`config.mk`:
```
export PLATFORM = sky130hd
export DESIGN_NAME = debug_cmd_engine_flat
export DESIGN_NICKNAME = d
export VERILOG_FILES = /design/src/common/debug_pkg.sv /design/src/common/byte_if.sv /design/src/common/mem_if.sv /design/src/debugger/debug_cmd_engine.sv /design/src/flat_wrapper.sv
export SDC_FILE = /design/constraint.sdc
export NUM_CORES = 1
export LEC_CHECK = 0
export BUFFER_PORTS_ARGS = -buffer_cell sky130_fd_sc_hd__clkbuf_2
export CORE_MARGIN = 2
export CORE_UTILIZATION = 49
export CTS_CLUSTER_DIAMETER = 40
export DETAILED_ROUTE_END_ITERATION = 6
export PLACE_DENSITY = 0.74
export SYNTH_ARGS = -nofsm -noshare
export SYNTH_HDL_FRONTEND = slang
export SYNTH_SLANG_ARGS = --single-unit
```
`constraint.sdc`:
```
create_clock -name i_clk -period 3.3 [get_ports i_clk]
set_clock_uncertainty 0.1 [all_clocks]
set_input_delay 0.495 -clock i_clk [delete_from_list [all_inputs] [get_ports i_clk]]
set_output_delay 0.495 -clock i_clk [all_outputs]
set_load 0.02 [all_outputs]
```
`src/common/debug_pkg.sv`:
```
// debugger package: byte and address types, opcode and engine state enums, identifier byte
package debug_pkg;

  // one SPI or memory byte
  typedef logic [7:0] data_t;

  // full debugger address as seen by the host
  typedef logic [15:0] addr_t;

  // opcodes sent as the first byte of a frame
  typedef enum logic [7:0]
  {
    CMD_READ  = 8'd1,  // addr hi, addr lo, count, then data out
    CMD_WRITE = 8'd2,  // addr hi, addr lo, then data in until cs rises
    CMD_PING  = 8'd3   // identifier in the second byte
  } cmd_e;

  // command engine decode states
  typedef enum logic [2:0]
  {
    ST_OPCODE,   // waiting for the first byte of a frame
    ST_ADDR_HI,
    ST_ADDR_LO,
    ST_COUNT,    // read length
    ST_READ,     // streaming memory bytes out
    ST_WRITE,    // storing incoming bytes
    ST_PING,     // identifier queued, rest of frame is don't care
    ST_IGNORE    // unknown opcode, wait for cs to rise
  } eng_state_e;

  // identifier returned by PING
  localparam data_t DEBUG_ID = 8'h65;

endpackage

```
`src/common/byte_if.sv`:
```
// byte stream between the SPI peripheral and the command engine
`timescale 1ns/1ps

interface byte_if;
  import debug_pkg::*;

  data_t rx_byte;  // last byte shifted in from the host
  logic  rx_dv;    // one-cycle strobe, rx_byte is complete
  data_t tx_byte;  // next byte to shift out
  logic  tx_dv;    // one-cycle strobe, queue tx_byte

  modport periph
  (
    output rx_byte,
    output rx_dv,
    input  tx_byte,
    input  tx_dv
  );

  modport engine
  (
    input  rx_byte,
    input  rx_dv,
    output tx_byte,
    output tx_dv
  );

endinterface

```
`src/common/mem_if.sv`:
```
// memory request and read data path between the command engine and the debug memory
`timescale 1ns/1ps

interface mem_if #(
  parameter int MEM_ADDR_W = 12
);
  import debug_pkg::*;

  logic [MEM_ADDR_W-1:0] addr;   // low bits of the debugger address
  logic                  en;     // access this cycle
  logic                  we;     // write when set, read otherwise
  data_t                 wdata;
  data_t                 rdata;  // valid one cycle after a read

  modport master
  (
    output addr,
    output en,
    output we,
    output wdata,
    input  rdata
  );

  modport slave
  (
    input  addr,
    input  en,
    input  we,
    input  wdata,
    output rdata
  );

endinterface

```
`src/debugger/debug_cmd_engine.sv`:
```
// command engine: decodes debugger frames, issues memory accesses and queues response bytes
`timescale 1ns/1ps

module debug_cmd_engine #(
  parameter int MEM_ADDR_W = 12
) (
  input  logic   i_clk,
  input  logic   i_reset,
  input  logic   i_frame_active,
  byte_if.engine bus,
  mem_if.master  mem
);
  import debug_pkg::*;

  eng_state_e            state_q;
  cmd_e                  cmd_q;       // READ or WRITE while in the address states
  addr_t                 addr_q;      // next address to access
  data_t                 count_q;     // reads still to issue

  logic [MEM_ADDR_W-1:0] mem_addr_q;
  data_t                 wdata_q;
  logic                  en_q;
  logic                  we_q;

  logic                  rd_pend_q;   // read data arrives this cycle
  logic                  ping_q;

  cmd_e                  rx_cmd;
  data_t                 count_src;
  logic                  rd_phase;
  logic                  rd_issue;
  logic                  wr_issue;

  assign rx_cmd = cmd_e'(bus.rx_byte);

  // in ST_COUNT the count byte itself starts the first read
  assign count_src = (state_q == ST_COUNT) ? bus.rx_byte : count_q;
  assign rd_phase  = bus.rx_dv & ((state_q == ST_COUNT) | (state_q == ST_READ));
  assign rd_issue  = rd_phase & (count_src != 8'd0);
  assign wr_issue  = bus.rx_dv & (state_q == ST_WRITE);

  // decode FSM and access strobes
  always_ff @(posedge i_clk)
  begin
    if (i_reset || !i_frame_active)
    begin
      state_q   <= ST_OPCODE;
      en_q      <= 1'b0;
      we_q      <= 1'b0;
      rd_pend_q <= 1'b0;
      ping_q    <= 1'b0;
    end
    else
    begin
      en_q      <= rd_issue | wr_issue;
      we_q      <= wr_issue;
      rd_pend_q <= en_q & ~we_q;
      ping_q    <= bus.rx_dv & (state_q == ST_OPCODE) & (rx_cmd == CMD_PING);

      if (bus.rx_dv)
      begin
        case (state_q)
          ST_OPCODE:
            case (rx_cmd)
              CMD_READ, CMD_WRITE: state_q <= ST_ADDR_HI;
              CMD_PING:            state_q <= ST_PING;
              default:             state_q <= ST_IGNORE;
            endcase
          ST_ADDR_HI: state_q <= ST_ADDR_LO;
          ST_ADDR_LO: state_q <= (cmd_q == CMD_READ) ? ST_COUNT : ST_WRITE;
          ST_COUNT:   state_q <= ST_READ;
          default:    state_q <= state_q;  // data states hold until cs rises
        endcase
      end
    end
  end

  // address, count and write data
  always_ff @(posedge i_clk)
  begin
    if (bus.rx_dv)
    begin
      case (state_q)
        ST_OPCODE:  cmd_q        <= rx_cmd;
        ST_ADDR_HI: addr_q[15:8] <= bus.rx_byte;
        ST_ADDR_LO: addr_q[7:0]  <= bus.rx_byte;
        default:    cmd_q        <= cmd_q;
      endcase
    end

    if (rd_phase)
      count_q <= rd_issue ? count_src - 8'd1 : 8'd0;

    if (rd_issue || wr_issue)
    begin
      mem_addr_q <= addr_q[MEM_ADDR_W-1:0];  // memory only sees the low bits
      addr_q     <= addr_q + 16'd1;          // wraps at the top of the 16-bit space
    end

    if (wr_issue)
      wdata_q <= bus.rx_byte;
  end

  assign mem.addr  = mem_addr_q;
  assign mem.en    = en_q;
  assign mem.we    = we_q;
  assign mem.wdata = wdata_q;

  // response stage: read data or identifier goes straight to the tx queue
  assign bus.tx_dv   = rd_pend_q | ping_q;
  assign bus.tx_byte = ping_q ? DEBUG_ID : mem.rdata;

endmodule

```
`src/flat_wrapper.sv`:
```
// flat-port wrapper written by rule: the top's interface ports become plain ports
module debug_cmd_engine_flat import debug_pkg::*;
#(
  parameter int MEM_ADDR_W = 12
)
  (i_clk, i_reset, i_frame_active, bus_rx_byte, bus_rx_dv, bus_tx_byte, bus_tx_dv, mem_addr, mem_en, mem_we, mem_wdata, mem_rdata);
  byte_if bus_i ();
  mem_if #(.MEM_ADDR_W(MEM_ADDR_W)) mem_i ();
  input  logic i_clk;
  input  logic i_reset;
  input  logic i_frame_active;
  input wire logic [$bits(bus_i.rx_byte)-1:0] bus_rx_byte;
  input wire logic [$bits(bus_i.rx_dv)-1:0] bus_rx_dv;
  output wire logic [$bits(bus_i.tx_byte)-1:0] bus_tx_byte;
  output wire logic [$bits(bus_i.tx_dv)-1:0] bus_tx_dv;
  output wire logic [$bits(mem_i.addr)-1:0] mem_addr;
  output wire logic [$bits(mem_i.en)-1:0] mem_en;
  output wire logic [$bits(mem_i.we)-1:0] mem_we;
  output wire logic [$bits(mem_i.wdata)-1:0] mem_wdata;
  input wire logic [$bits(mem_i.rdata)-1:0] mem_rdata;
  assign bus_i.rx_byte = bus_rx_byte;
  assign bus_i.rx_dv = bus_rx_dv;
  assign bus_tx_byte = bus_i.tx_byte;
  assign bus_tx_dv = bus_i.tx_dv;
  assign mem_addr = mem_i.addr;
  assign mem_en = mem_i.en;
  assign mem_we = mem_i.we;
  assign mem_wdata = mem_i.wdata;
  assign mem_i.rdata = mem_rdata;
  debug_cmd_engine #(.MEM_ADDR_W(MEM_ADDR_W)) u_core (.i_clk(i_clk), .i_reset(i_reset), .i_frame_active(i_frame_active), .bus(bus_i), .mem(mem_i));
endmodule
```
==> flow_summary.ini <==
[route]
drcViolationCount = 0
wl_per_cell_um = 15.7
drtIter0Drc = 77
vias = 1841
antenna_left = 0
viasPerCell = 5.32
wirelength_mm = 5.43
first_pass_iters = 4

[synthesis]
netlist_top_cells_area = edfxtp_1 53%, dfxtp_1 5.1%, mux2_2 3.7%, mux2i_1 3.7%, mux2_4 3.3%
yosysSeqAreaShare = 0.580
synth_common_cells = 48 x edfxtp_1, 21 x nor2_1, 10 x mux2i_1, 9 x mux2_2, 9 x nor3_1
synth-seq-cells = 55
synth_edf_count = 48
synth.avg_cell_area_um2 = 12.9
synth_simple_gate_area_share = 0.170
synth_xor_area_frac = 0.0418
syn-cell-area_um2 = 2730
synthAdderAreaFrac = 0.0138
synth_top_family_by_area = simple AND/OR/NAND/NOR gates
synthArstFlopShare = 0
synth_compound_area_frac = 0.0611
yosysMostFrequentCell = edfxtp_1
yosys.area.top_type_share = 0.529
yosys.area.top_type = edfxtp_1
synth_cells = 211
synthMuxAreaShare = 0.107
synth-main-ff-cell = edfxtp_1
ys_warn_count = 0
synth_nets = 234
ys_types = 46

[floorplan]
pin_count = 51
die_w_um = 78.6
die_h_um = 78.6
coreArea_um2 = 5440
row_count = 27
die_area_um2 = 6170
initial_core_util = 0.501

[sta]
setup_tns_ps = 0
layout_min_cycle_time_ps = 2930
hold_viol_final = 0
rsz0062_at_grt = false
fmax_mhz = 341
slew_violations = 0
setup_viol = 0
min_period_over_period = 0.888
relSlewSlack = 0.569
tightest_slew_ps = 640

[clocking]
htreeDepth = 2
cts_sinks = 55
clk_pin_slew_ps = 100
cts_setup_buffers = 0
cts_tree = built
cts_resized = 0
insertion_delay_ps = 300
cts_made_buffers = 5
ctsHoldBuffers = 0
clk_path_buf_depth = 2
cts_root_buffer = clkbuf_8

[layout]
syn_to_final_growth_pct = 17.3
fin_nets = 296
n_antenna_cell = 0
multi_input_comb_area_um2 = 1070
layout-drive-gt1-share = 0.350
seq_area_um2 = 1580
fillers = 459
fin_util = 0.588

[global_routing]
grt_overflow = 0
antenna_found_initial = 0
grt_pass1_vias = 1836
grt_pass1_wl_mm = 9.00
track_usage = 0.189
grt_max_degree = 17

[setup_path]
slowest_delay_ps = 500
endpoint = u_core.addr_q[2]$_DFFE_PP_
start_kind = flop
critical_path.startpoint = u_core.state_q[2]$_SDFFE_PP0P_
r2r_slack_ps = 370
cpMaxStageDelayCell = dfxtp_1
cp_data_arrival_time_ps = 2900
crit_path_frequent_cell = buf_4
crit_path_end_kind = flop
critPathBufInv = 2
r2r_cells = 9
worstPathCellList = nand3b_1 > buf_4 > nor2_1 > a21oi_1 > ha_1 > nand4_2 > a31oi_4 > buf_4 > mux2_2
r2r_end = u_core.addr_q[2]$_DFFE_PP_
cp_num_cells = 9
cp_top_family = compound AO/OA/AOI/OAI gates
worstPathRequired_ps = 3270
crit_fanout = 11
critical_path_class = reg -> reg
r2r_start = u_core.state_q[2]$_SDFFE_PP0P_

[pwr]
power_density_nw_per_um2 = 402
p_total_mw = 1.29
p_leak_nw = 1.29
ir_worst_vdd_uv = 229

[outcome]
status = complete, no violations

[job]
maxCapViolCount = 0

[hold_path]
worstHoldPathCells = 1
hp-class = reg -> reg

[placement]
gp_congestion = 0.862
dpl.hpwl_mm = 3.99
portBuffers = 50
## cells in the final DEF (no fill, tap or decap), types with 3 or more instances in the layout
cell,count
inv_1,6
or2_2,5
mux2_2,9
clkbuf_2,50
nand3_1,7
xor2_1,7
clkbuf_8,5
dfxtp_1,7
buf_4,10
mux2i_1,10
nor2_1,21
nor2b_1,8
edfxtp_1,48
nor3b_1,4
ha_1,3
nand4_1,6
mux2_4,6
nor3_1,9
nand2_1,7
xnor2_1,6
nand2b_1,4
## how the worst min path moves through the flow
stage | endpoint | slack (ps) | start
floorplan | u_core.mem.addr[10]$_DFFE_PN_ | 330 | u_core.addr_q[10]$_DFFE_PP_
global placement | u_core.rd_pend_q$_SDFF_PP0_ | 310 | u_core.mem.we$_SDFF_PP0_
detailed placement | u_core.rd_pend_q$_SDFF_PP0_ | 330 | u_core.mem.we$_SDFF_PP0_
CTS | u_core.rd_pend_q$_SDFF_PP0_ | 330 | u_core.mem.we$_SDFF_PP0_
global route | u_core.rd_pend_q$_SDFF_PP0_ | 350 | u_core.mem.we$_SDFF_PP0_
finish | u_core.rd_pend_q$_SDFF_PP0_ | 320 | u_core.mem.we$_SDFF_PP0_
## through the flow
step	setup slack [ps]	instances	area (um^2)	hold WS, ps
global route	201	346	3200	351
CTS	148	341	3150	331
floorplan	679	211	2730	326
global placement	361	333	3060	310
detailed placement	176	333	3060	329
finish	370	346	3200	323
## flip-flops by register name, summed over array words and instances (netlist names)
| name | count |
|---|---|
| u_core.state_q | 3 |
| u_core.rd_pend_q | 1 |
| u_core.mem.en | 1 |
| u_core.mem.wdata | 8 |
| u_core.ping_q | 1 |
| u_core.mem.addr | 12 |
| u_core.mem.we | 1 |
| u_core.addr_q | 12 |
| u_core.cmd_q | 8 |
| u_core.count_q | 8 |
## cells by family (layout without fill, tap and decap cells)
logic type                 Yosys count  in the layout
muxes                               25             25
xor gates and xnor gates            13             13
buffers and inverters               12             75
adders and majority gates            3              3
and+or+nand+nor                     82             82
AOI/OAI and AO/OA                   21             21
DFF                                 55             55
## per-layer routing
layer / vias up / track usage / part of all wire
met5: - / 0 / 0
met4: 0 / 0.0614 / 0.020
met3: 11 / 0.0368 / 0.029
met2: 39 / 0.325 / 0.52
met1: 878 / 0.239 / 0.43
li1: 913 / - / -
## report_power, final
group / leakage (nW) / internal (mW) / switching, mW
Clock: 0.0428 / 0.149 / 0.203
Sequential: 0.498 / 0.781 / 0.0157
Combinational: 0.750 / 0.0601 / 0.0758
Total: 1.29 / 0.990 / 0.295
## cell type report
| class | instances | share of cell area |
|---|---|---|
| multi-input combinational | 144 | 0.335 |
| sequential | 55 | 0.495 |
| inverter | 6 | 0.00705 |
| timing repair buffer | 61 | 0.108 |
| tap | 72 | 0.0282 |
| clock buffer | 6 | 0.0227 |
| clock inverter | 2 | 0.00391 |
No activity file was read; power rests on OpenSTA's default activity.
