`src/common/debug_pkg.sv`:
```
// debugger package: byte and address types, opcode and engine state enums, identifier byte
package debug_pkg;

  // one SPI or memory byte
  typedef logic [7:0] data_t;

  // full debugger address as seen by the host
  typedef logic [15:0] addr_t;

  // opcodes sent as the first byte of a frame
  typedef enum logic [7:0]
  {
    CMD_READ  = 8'd1,  // addr hi, addr lo, count, then data out
    CMD_WRITE = 8'd2,  // addr hi, addr lo, then data in until cs rises
    CMD_PING  = 8'd3   // identifier in the second byte
  } cmd_e;

  // command engine decode states
  typedef enum logic [2:0]
  {
    ST_OPCODE,   // waiting for the first byte of a frame
    ST_ADDR_HI,
    ST_ADDR_LO,
    ST_COUNT,    // read length
    ST_READ,     // streaming memory bytes out
    ST_WRITE,    // storing incoming bytes
    ST_PING,     // identifier queued, rest of frame is don't care
    ST_IGNORE    // unknown opcode, wait for cs to rise
  } eng_state_e;

  // identifier returned by PING
  localparam data_t DEBUG_ID = 8'h65;

endpackage

```
`src/common/byte_if.sv`:
```
// byte stream between the SPI peripheral and the command engine
`timescale 1ns/1ps

interface byte_if;
  import debug_pkg::*;

  data_t rx_byte;  // last byte shifted in from the host
  logic  rx_dv;    // one-cycle strobe, rx_byte is complete
  data_t tx_byte;  // next byte to shift out
  logic  tx_dv;    // one-cycle strobe, queue tx_byte

  modport periph
  (
    output rx_byte,
    output rx_dv,
    input  tx_byte,
    input  tx_dv
  );

  modport engine
  (
    input  rx_byte,
    input  rx_dv,
    output tx_byte,
    output tx_dv
  );

endinterface

```
`src/spi/spi_peripheral.sv`:
```
// SPI mode 0 byte peripheral: pin synchronizer, receive deserializer and transmit serializer
`timescale 1ns/1ps

module spi_peripheral (
  input  logic   i_clk,
  input  logic   i_reset,
  input  logic   i_spi_clk,
  input  logic   i_spi_cs_n,
  input  logic   i_spi_copi,
  output logic   o_spi_cipo,
  byte_if.periph bus,
  output logic   o_frame_active
);
  import debug_pkg::*;

  logic [1:0] clk_sync;    // [1] is the usable level
  logic [1:0] cs_sync;
  logic [1:0] copi_sync;
  logic       clk_prev;    // for edge detect
  logic       cs_prev;

  logic       spi_rise;
  logic       spi_fall;
  logic       frame_active;
  logic       frame_start;
  logic       load_tx;     // byte boundary on the transmit side

  logic [2:0] rx_cnt;
  data_t      rx_shift;
  logic       rx_dv_q;

  logic [2:0] tx_cnt;
  data_t      tx_shift;
  data_t      tx_pending;  // byte queued by the engine

  // two-flop synchronizer plus one stage for edge detection
  always_ff @(posedge i_clk)
  begin
    if (i_reset)
    begin
      clk_sync  <= 2'b00;
      cs_sync   <= 2'b11;  // idle, no frame
      copi_sync <= 2'b00;
      clk_prev  <= 1'b0;
      cs_prev   <= 1'b1;
    end
    else
    begin
      clk_sync  <= {clk_sync[0], i_spi_clk};
      cs_sync   <= {cs_sync[0], i_spi_cs_n};
      copi_sync <= {copi_sync[0], i_spi_copi};
      clk_prev  <= clk_sync[1];
      cs_prev   <= cs_sync[1];
    end
  end

  assign spi_rise     = clk_sync[1] & ~clk_prev;
  assign spi_fall     = ~clk_sync[1] & clk_prev;
  assign frame_active = ~cs_sync[1];
  assign frame_start  = frame_active & cs_prev;  // cs just went low
  assign load_tx      = frame_start | (spi_fall & (tx_cnt == 3'd7));

  // receive: sample copi on rising edges, MSB first
  always_ff @(posedge i_clk)
  begin
    if (i_reset || !frame_active)
    begin
      rx_cnt  <= 3'd0;
      rx_dv_q <= 1'b0;
    end
    else
    begin
      rx_dv_q <= 1'b0;
      if (spi_rise)
      begin
        rx_shift <= {rx_shift[6:0], copi_sync[1]};
        rx_cnt   <= rx_cnt + 3'd1;
        if (rx_cnt == 3'd7)
          rx_dv_q <= 1'b1;  // byte complete in rx_shift next cycle
      end
    end
  end

  // transmit: new byte at each boundary, shift on falling edges
  always_ff @(posedge i_clk)
  begin
    if (i_reset || !frame_active)
    begin
      tx_cnt     <= 3'd0;
      tx_shift   <= 8'h00;
      tx_pending <= 8'h00;
    end
    else
    begin
      if (load_tx)
      begin
        tx_shift <= tx_pending;  // MSB goes out right away
        tx_cnt   <= 3'd0;
      end
      else if (spi_fall)
      begin
        tx_shift <= {tx_shift[6:0], 1'b0};
        tx_cnt   <= tx_cnt + 3'd1;
      end

      if (bus.tx_dv)
        tx_pending <= bus.tx_byte;
      else if (load_tx)
        tx_pending <= 8'h00;  // nothing queued sends zeros
    end
  end

  assign bus.rx_byte    = rx_shift;
  assign bus.rx_dv      = rx_dv_q;
  assign o_spi_cipo     = tx_shift[7];
  assign o_frame_active = frame_active;

endmodule

```
`src/flat_wrapper.sv`:
```
// flat-port wrapper written by rule: the top's interface ports become plain ports
module spi_peripheral_flat import debug_pkg::*;
  (i_clk, i_reset, i_spi_clk, i_spi_cs_n, i_spi_copi, o_spi_cipo, o_frame_active, bus_rx_byte, bus_rx_dv, bus_tx_byte, bus_tx_dv);
  byte_if bus_i ();
  input  logic i_clk;
  input  logic i_reset;
  input  logic i_spi_clk;
  input  logic i_spi_cs_n;
  input  logic i_spi_copi;
  output logic o_spi_cipo;
  output logic o_frame_active;
  output wire logic [$bits(bus_i.rx_byte)-1:0] bus_rx_byte;
  output wire logic [$bits(bus_i.rx_dv)-1:0] bus_rx_dv;
  input wire logic [$bits(bus_i.tx_byte)-1:0] bus_tx_byte;
  input wire logic [$bits(bus_i.tx_dv)-1:0] bus_tx_dv;
  assign bus_rx_byte = bus_i.rx_byte;
  assign bus_rx_dv = bus_i.rx_dv;
  assign bus_i.tx_byte = bus_tx_byte;
  assign bus_i.tx_dv = bus_tx_dv;
  spi_peripheral u_core (.i_clk(i_clk), .i_reset(i_reset), .i_spi_clk(i_spi_clk), .i_spi_cs_n(i_spi_cs_n), .i_spi_copi(i_spi_copi), .o_spi_cipo(o_spi_cipo), .bus(bus_i), .o_frame_active(o_frame_active));
endmodule
```
`config.mk`:
```
export PLATFORM = sky130hd
export DESIGN_NAME = spi_peripheral_flat
export DESIGN_NICKNAME = d
export VERILOG_FILES = /design/src/common/debug_pkg.sv /design/src/common/byte_if.sv /design/src/spi/spi_peripheral.sv /design/src/flat_wrapper.sv
export SDC_FILE = /design/constraint.sdc
export NUM_CORES = 1
export LEC_CHECK = 0
export ABC_AREA = 1
export BUFFER_PORTS_ARGS = -buffer_cell sky130_fd_sc_hd__buf_2
export CORE_AREA = 2 2 66 68
export DETAILED_ROUTE_END_ITERATION = 16
export DIE_AREA = 0 0 68 70
export GPL_TIMING_DRIVEN = 0
export PLACE_DENSITY = 0.54
export SLEW_MARGIN = 20
export SYNTH_ARGS = -nofsm -noshare
export SYNTH_HDL_FRONTEND = slang
export SYNTH_SLANG_ARGS = --single-unit
```
`constraint.sdc`:
```
create_clock -name i_clk -period 2.5 [get_ports i_clk]
set_clock_uncertainty 0.05 [all_clocks]
set_input_delay 0.25 -clock i_clk [delete_from_list [all_inputs] [get_ports i_clk]]
set_output_delay 0.25 -clock i_clk [all_outputs]
set_load 0.01 [all_outputs]
```
==> key figures, run 1 <==
Timing
  • Setup Viol. Count Final: 0
  • Final TNS setup: 0 ns
  • Hold Fails Final Rpt: 0
  • Max Slew Vio Count: 0
  • Crit share post-route: 0.710
  • Slew HR: 0.587
  • Slew @ Worst Pin: 0.618 ns
  • Fmax: 0.563 GHz
  • RSZ-0062 raised after global routing: false
  • Minimum clock period: 1.78 ns

Cells and area
  • Share of cells above drive strength 1: 0.251
  • Finished Cell Area: 1810 um2
  • Nets: 216
  • N_diodes: 0
  • Finished Layout Cells: 251
  • Final core utilization: 0.438
  • Final-layout fill cell count: 427
  • Most common cell after layout, fill and taps aside: dfxtp_1
  • Most frequent cells in the layout: dfxtp_1, buf_2, nor2_1
  • Synth-to-layout area growth: 17.1%

Worst setup path
  • Critical path endpoint: u_core.bus.rx_byte[0]
  • Reg2Reg Depth: 4
  • CP Max Fanout: 10
  • Reg2reg end: u_core.bus.rx_byte[0]
  • CP Launch Type: flip-flop
  • CP Depth: 4
  • Slowest library cell on the worst path: nor2_1
  • Crit-path leading delay family: simple AND/OR/NAND/NOR gates
  • Critical Path Source: u_core.cs_sync[1]
  • Worst setup path class: reg -> reg
  • Reg2Reg Launch Point: u_core.cs_sync[1]
  • Crit. End Element: flip-flop
  • Reg-to-reg setup timing slack: 0.72 ns
  • Crit path cell chain: nor2_1 -> inv_1 -> buf_2 -> nor2_1
  • CP arrival: 1.65 ns
  • CP peak stage delay: 0.51 ns
  • CP bufs+invs: 2
  • Req. time, crit path: 2.38 ns
  • Most frequent CP cell: nor2_1

Die
  • Width of the die: 68 um
  • IO Pins: 25
  • Core area: 4140 um2
  • Die area: 4760 um2
  • Cell Rows: 24
  • Chip height: 70 um
  • Starting Density: 0.374

Place
  • Post-placement cell area: 1730 um2
  • IO buf count: 23
  • HPWL Detailed: 2060 um
  • Placed Cells: 243
  • GP Congestion: 0.779

Synth
  • Seq/Total Area, Yosys: 0.556
  • Post-Synthesis Net Count: 186
  • Synthesized area: 1550 um2
  • #FFs+latches synth: 39
  • Gate Count Post-Synth: 168
  • Netlist cell types: 26
  • Synthesized area per cell: 9.22 um2
  • Synthesis Warnings: 0

Clock tree
  • CTS tree: built
  • Worst-path clk slew: 0.07 ns
  • Post-CTS Setup Bufs: 0
  • Clock Sinks: 39
  • CTS root buf: clkbuf_8
  • Clk buf depth: 2
  • CTS Hold Buffers Added: 0
  • Max H-tree Level: 2
  • CTS buffer count: 5
  • Clock latency on the worst-skew pair: 0.29 ns
  • Post-cts repair resize count: 0

Global routing
  • All-Layer GR Usage: 0.136
  • First-pass GRT wire length: 4930 um
  • Number of antenna violations at the first check in global routing: 0
  • Total grt overflow: 0
  • Vias in the first global route: 1154
  • Largest net degree at the start of global routing: 13

Route
  • DR vias/cell: 4.76
  • Detailed Route Iter0 Violations: 38
  • 1st-pass router iterations: 4
  • WL final: 2860 um
  • Detail-routed net length per standard cell: 11.4 um
  • Routed Antenna Nets: 0
  • Total number of vias: 1194
  • Residual DRC count: 0

Power and ir drop
  • Pleak: 0.000726 uW
  • Peak supply drop: 0.453 mV
  • PD cells: 617 nW/um2

Worst hold path
  • Worst Hold Class: in -> reg

Run
  • Number of max-cap violations: 0

Status
  • Status: finished clean
==> power breakdown <==
group | leakage (uW) | internal [uW] | switching (uW) | total (uW)
Combinational | 0.000361 | 24.7 | 36.5 | 61.2
Clock | 0.0000412 | 195 | 212 | 407
Sequential | 0.000324 | 647 | 3.68 | 651
Total | 0.000726 | 867 | 253 | 1120
==> synthesized netlist by cell type, drive strengths merged <==
library cell  instances  area (um2)
dfxtp                31         621
nand2                23        98.8
nor2                 23        86.3
a21oi                19         110
inv                  18        67.6
nand3                11        65.1
o21ai                10        57.6
edfxtp                8         240
nand4                 8        50.1
buf                   6        56.3
ha                    4        50.1
nand3b                2        15.0
or2                   2        12.5
and3                  1        6.26
clkbuf                1        3.75
xor2                  1        8.76
==> cells by family after synthesis <==
group,after synthesis,synth area share
AND/OR/NAND/NOR,70,0.216
buffers and inverters,25,0.0824
flip-flops,39,0.556
XOR/XNOR,1,0.00566
adder cells (fa/ha/maj),4,0.0323
AO/OA/AOI/OAI,29,0.108
==> routing by layer <==
layer / track usage / up-vias / part of all wire
met5: 0 / - / 0
met4: 0.0578 / 0 / 0.018
met3: 0.0499 / 6 / 0.044
met2: 0.210 / 22 / 0.46
met1: 0.167 / 552 / 0.48
li1: - / 614 / -
==> cell type report <==
cell class                 instances  area (um2)  area share
inverter                          18        67.6      0.0372
clock buffer                       6        72.6      0.0400
buffer                             7        60.1      0.0331
sequential                        39         861       0.474
clock inverter                     2        12.5     0.00690
multi-input combinational        104         561       0.309
tap                               52        65.1      0.0359
timing repair buffer              23         115      0.0634
==> stage by stage <==
step,hold slack (ns),worst slack [ns],total power [uW]
after floorplan,0.271,1.01,706
after global routing,0.0797,0.567,1170
final,0.0910,0.725,1120
after CTS,0.0838,0.691,1130
after detailed placement,0.343,0.593,727
after global placement,0.336,0.623,725
==> flip-flops by register name, summed over array words and instances, names as in the netlist <==
register            flops
u_core.cs_prev          1
u_core.tx_pending       8
u_core.tx_shift         8
u_core.bus.rx_dv        1
u_core.rx_cnt           3
u_core.bus.rx_byte      8
u_core.copi_sync        2
u_core.cs_sync          2
u_core.tx_cnt           3
u_core.clk_sync         2
u_core.clk_prev         1
==> worst min-delay path by stage <==
| stage | startpoint | end | cells past startpoint |
|---|---|---|---|
| 2_1_floorplan | i_reset | u_core.clk_sync[0] | 1 |
| 3_3_place_gp | u_core.copi_sync[1] | u_core.bus.rx_byte[0] | 0 |
| 3_5_place_dp | u_core.clk_sync[0] | u_core.clk_sync[1] | 2 |
| 4_1_cts | i_spi_cs_n | u_core.cs_sync[0] | 2 |
| 5_1_grt | i_spi_cs_n | u_core.cs_sync[0] | 2 |
| 6_report | i_spi_cs_n | u_core.cs_sync[0] | 2 |
No activity file was read; power rests on OpenSTA's default activity.
==> run 2, diff against run 1 <==
- PLACE_DENSITY: 0.54 -> 0.56
- clock period: 2.5 -> 1.6 ns (I/O delays scaled with it)
==> key figures, run 2 (same netlist as run 1, synthesis figures left out) <==
Cells and area
  • Most frequent cells in the layout: dfxtp_1, buf_2, nor2_1
  • Final-layout fill cell count: 428
  • Finished Layout Cells: 252
  • Final core utilization: 0.448
  • Synth-to-layout area growth: 19.9%
  • Share of cells above drive strength 1: 0.255
  • Most common cell after layout, fill and taps aside: dfxtp_1
  • Reg area: 861 um2
  • N_diodes: 0
  • Area of the multi-input gates: 568 um2
  • Nets: 217
  • Finished Cell Area: 1860 um2

Place
  • Placed Cells: 243
  • Post-placement cell area: 1730 um2
  • HPWL Detailed: 2130 um
  • IO buf count: 23
  • GP Congestion: 0.850

Clock tree
  • Clk buf depth: 2
  • Worst-path clk slew: 0.08 ns
  • Clock latency on the worst-skew pair: 0.28 ns
  • CTS tree: built
  • CTS buffer count: 5
  • Post-CTS Setup Bufs: 0
  • Clock Sinks: 39
  • Max H-tree Level: 2
  • CTS root buf: clkbuf_8

Route
  • 1st-pass router iterations: 4
  • WL final: 2870 um
  • Residual DRC count: 0
  • DR vias/cell: 4.69
  • Detailed Route Iter0 Violations: 40
  • Detail-routed net length per standard cell: 11.4 um
  • Total number of vias: 1181
  • Routed Antenna Nets: 0

Timing
  • Crit share post-route: 0.923
  • RSZ-0062 raised after global routing: false
  • Slew @ Worst Pin: 0.349 ns
  • Max Slew Vio Count: 0
  • Setup Viol. Count Final: 0
  • Hold Fails Final Rpt: 0
  • Minimum clock period: 1.48 ns
  • Fmax: 0.677 GHz
  • Hold WS: 0.0219 ns
  • Slew HR: 0.767

Global routing
  • Vias in the first global route: 1170
  • Number of antenna violations at the first check in global routing: 0
  • Total grt overflow: 0
  • Largest net degree at the start of global routing: 14
  • First-pass GRT wire length: 5090 um
  • All-Layer GR Usage: 0.144

Die
  • Die area: 4760 um2
  • Core area: 4140 um2
  • Starting Density: 0.374
  • Chip height: 70 um
  • IO Pins: 25
  • Width of the die: 68 um
  • Cell Rows: 24

Worst setup path
  • CP arrival: 1.41 ns
  • Req. time, crit path: 1.53 ns
  • CP Max Fanout: 10
  • CP Launch Type: flip-flop
  • Worst setup path class: reg -> reg
  • Crit. End Element: flip-flop

Power and ir drop
  • Peak supply drop: 0.643 mV
  • Pleak: 0.000740 uW
  • PD cells: 1030 nW/um2

Status
  • Status: finished clean

Worst hold path
  • Worst Hold Class: in -> reg

Run
  • Number of max-cap violations: 0
-- run 2: critical path: stages, from the launching register on --
cell and delay [ns]:
dfxtp_1 0.31, nor2_1 0.25, inv_1 0.10, buf_2 0.21, nor2_4 0.25
-- run 2: through the flow --
stage                     worst slack (ns)  power [uW]  setup TNS [ns]
after floorplan                      0.106        1100               0
after global placement              -0.182        1130           -1.45
after detailed placement            -0.219        1140           -1.75
after CTS                           0.0964        1930               0
after global routing               0.00653        1990               0
final                                0.123        1910               0
-- run 2: per-layer routing --
layer  global-route usage  up-vias  share of wire
met4               0.0889        0          0.029
met1                0.182      544           0.46
li1                     -      612              -
met5                    0        -              0
met2                0.210       21           0.47
met3               0.0451        4          0.039
-- run 2: worst paths after layout --
check	start	end	slack, ns	cells after the start
max reg2reg	u_core.cs_sync[1]	u_core.bus.rx_byte[7]	0.12	4
min reg2reg	u_core.clk_sync[0]	u_core.clk_sync[1]	0.35	2
max	u_core.cs_sync[1]	u_core.bus.rx_byte[7]	0.12	4
min	i_spi_clk	u_core.clk_sync[0]	0.02	3
-- run 2: repair_timing --
action	CTS	global route
endpoints found under the hold margin	1	0
hold buffers	1	0
setup endpoints to repair	8	0
resized for setup	2	0
-- run 2: area by class of cell --
class	count	share of cell area
clock buffer	6	0.0391
sequential	39	0.464
inverter	18	0.0364
tap	52	0.0350
clock inverter	2	0.0202
buffer	7	0.0323
timing repair buffer	24	0.0674
multi-input combinational	104	0.306
-- run 2: where the power goes --
group	switching (uW)	internal (uW)	total (uW)
sequential	5.92	1010	1020
clock	325	465	790
combinational	57.9	40.3	98.1
total	389	1520	1910
==> run 3, diff against run 2 <==
- ABC_AREA: 1 -> not set
- CORE_AREA: 2 2 66 68 -> 2 2 65 67
- DIE_AREA: 0 0 68 70 -> 0 0 67 69
- PLACE_DENSITY: 0.56 -> 0.57
==> key figures, run 3 <==
Synth
  • Post-Synth Simple-Gate Area: 0.210
  • Most common library cells after synthesis: dfxtp_1, nand2b_1, nand3_1, edfxtp_1, nand3b_1
  • Post-synth top flop: dfxtp_1
  • Leading area contributor after synthesis: dfxtp_1
  • Share of synthesized registers carrying an async set or reset: 0
  • #FFs+latches synth: 39
  • Netlist cell types: 30
  • Gate Count Post-Synth: 138
  • Synth Area in Adders: 0.0328
  • Post-Synthesis Net Count: 156
  • Multiplexer area fraction after synthesis: 0.0262
  • Area fraction of the dominant cell type after synthesis: 0.407
  • Xor-xnor portion of the synthesized cell area: 0.0115
  • Count leader, synth: dfxtp_1
  • EDFF count, synth: 8
  • Seq/Total Area, Yosys: 0.564
  • Synthesis Warnings: 0
  • Synthesized area: 1530 um2
  • Synth Area in Compound Gates: 0.116
  • Leading post-synthesis cells by cell area: dfxtp_1, edfxtp_1, a311oi_1
  • Synthesized area per cell: 11.1 um2
  • Largest family of logic cells by synthesized area: simple AND/OR/NAND/NOR gates

Timing
  • Minimum clock period: 1.49 ns
  • Fmax: 0.673 GHz
  • Hold WS: 0.0338 ns
  • Setup Viol. Count Final: 0
  • Slew @ Worst Pin: 0.436 ns
  • Hold Fails Final Rpt: 0
  • RSZ-0062 raised after global routing: false
  • Slew HR: 0.709
  • Crit share post-route: 0.929
  • Max Slew Vio Count: 0

Clock tree
  • CTS tree: built
  • Clock Sinks: 39
  • CTS root buf: clkbuf_8
  • Clock latency on the worst-skew pair: 0.28 ns
  • Worst-path clk slew: 0.08 ns
  • Max H-tree Level: 2
  • Clk buf depth: 2
  • CTS buffer count: 5
  • Post-CTS Setup Bufs: 0

Status
  • Status: finished clean

Cells and area
  • Most common cell after layout, fill and taps aside: dfxtp_1
  • N_diodes: 0
  • Nets: 188
  • Final-layout fill cell count: 396
  • Most frequent cells in the layout: dfxtp_1, buf_2, nand2b_1, nand3_1
  • Synth-to-layout area growth: 20.5%
  • Share of cells above drive strength 1: 0.310

Die
  • Core area: 3910 um2
  • Width of the die: 67 um
  • Die area: 4620 um2
  • Cell Rows: 23
  • Starting Density: 0.390
  • Chip height: 69 um
  • IO Pins: 25

Place
  • HPWL Detailed: 1990 um
  • GP Congestion: 0.818
  • IO buf count: 24

Worst setup path
  • Worst setup path class: reg -> reg
  • Crit. End Element: flip-flop
  • Req. time, crit path: 1.73 ns
  • CP Launch Type: flip-flop
  • CP arrival: 1.62 ns
  • CP Max Fanout: 10

Run
  • Number of max-cap violations: 0

Power and ir drop
  • Switch share: 0.201
  • PD cells: 1030 nW/um2
  • Comb pwr share: 0.042
  • Peak supply drop: 0.489 mV
  • Total power: 1900 uW
  • Seq pwr share: 0.536
  • Clock power share: 0.422
  • Net switching power: 381 uW
  • Internal power: 1510 uW
  • Pleak: 0.000682 uW

Route
  • Total number of vias: 1073
  • Routed Antenna Nets: 0
  • DR vias/cell: 4.86
  • Detail-routed net length per standard cell: 12.1 um
  • Residual DRC count: 0
  • Detailed Route Iter0 Violations: 36
  • 1st-pass router iterations: 4
  • WL final: 2670 um

Worst hold path
  • Worst Hold Class: in -> reg

Global routing
  • First-pass GRT wire length: 4740 um
  • All-Layer GR Usage: 0.131
  • Vias in the first global route: 1040
  • Largest net degree at the start of global routing: 14
  • Number of antenna violations at the first check in global routing: 0
  • Total grt overflow: 0
## run 3: cell types whose count changed after synthesis, moves of 6 or more
cell      delta
a21oi_1     -15
a311oi_1     +7
inv_1       -16
nand2_1     -19
nand2b_1     +9
nand3b_1     +6
nand4_1      -8
nor2_1      -17
nor3_1       +7
## run 3: worst max-delay path, stage by stage (launching register included)
cell and delay, ns:
dfxtp_1 0.35, ha_1 0.15, ha_2 0.23, clkbuf_4 0.20
o21ai_0 0.11, a311oi_1 0.28
## run 3: layout make-up
class / count / area (um2) / share of cell area
buffer: 9 / 57.6 / 0.0313
sequential: 39 / 861 / 0.468
clock buffer: 5 / 68.8 / 0.0374
clock inverter: 3 / 42.5 / 0.0231
multi-input combinational: 88 / 609 / 0.331
inverter: 2 / 7.51 / 0.00408
timing repair buffer: 25 / 130 / 0.0707
tap: 50 / 62.6 / 0.0340
## run 3: cell families after synthesis
| logic type | Yosys count |
|---|---|
| flip-flops | 39 |
| AND/OR/NAND/NOR | 54 |
| adder cells (fa/ha/maj) | 4 |
| XOR/XNOR | 2 |
| AO/OA/AOI/OAI | 24 |
| buffers and inverters | 11 |
| multiplexers | 4 |
## run 3: per-stage QoR
| stage | std cells | TNS [ns] | area, um2 | utilization | setup slack [ns] |
|---|---|---|---|---|---|
| 2_1_floorplan | 138 | 0 | 1530 | - | 0.186 |
| 3_5_place_dp | 212 | -0.814 | 1710 | 0.437 | -0.0893 |
| 4_1_cts | 220 | 0 | 1820 | 0.466 | 0.00659 |
| 3_3_place_gp | 212 | -0.249 | 1710 | 0.437 | -0.0271 |
| 6_report | 221 | 0 | 1840 | 0.470 | 0.113 |
| 5_1_grt | 221 | 0 | 1840 | 0.470 | 0.0166 |
## run 3: worst paths after layout
path	startpoint	to	slack, ns	depth (start not counted)
min	i_spi_copi	u_core.copi_sync[0]	0.03	2
min reg2reg	u_core.cs_sync[0]	u_core.cs_sync[1]	0.36	1
max	u_core.tx_cnt[0]	u_core.tx_shift[3]	0.11	5
max reg2reg	u_core.tx_cnt[0]	u_core.tx_shift[3]	0.11	5
## run 3: what timing repair did
action / CTS / global route
cloned: 0 / 0
endpoints found under the hold margin: 0 / 1
hold buffers: 0 / 1
endpoints found under the setup margin: 15 / 15
resized for setup: 2 / 5
## run 3: power by group through the flow
stage	combinational, uW	sequential [uW]	clock, uW
3_3_place_gp	74.9	1040	0
3_5_place_dp	77.5	1040	0
4_1_cts	77.8	1020	828
5_1_grt	88.9	1020	875
6_report	78.9	1020	800
2_1_floorplan	47.7	1040	0
## run 3: routing by layer
layer | GRT usage | routed length, um | up-vias
li1 | - | - | 551
met1 | 0.178 | 1250 | 495
met2 | 0.187 | 1270 | 23
met3 | 0.0408 | 125 | 4
met4 | 0.0612 | 25 | 0
met5 | 0 | 0 | -
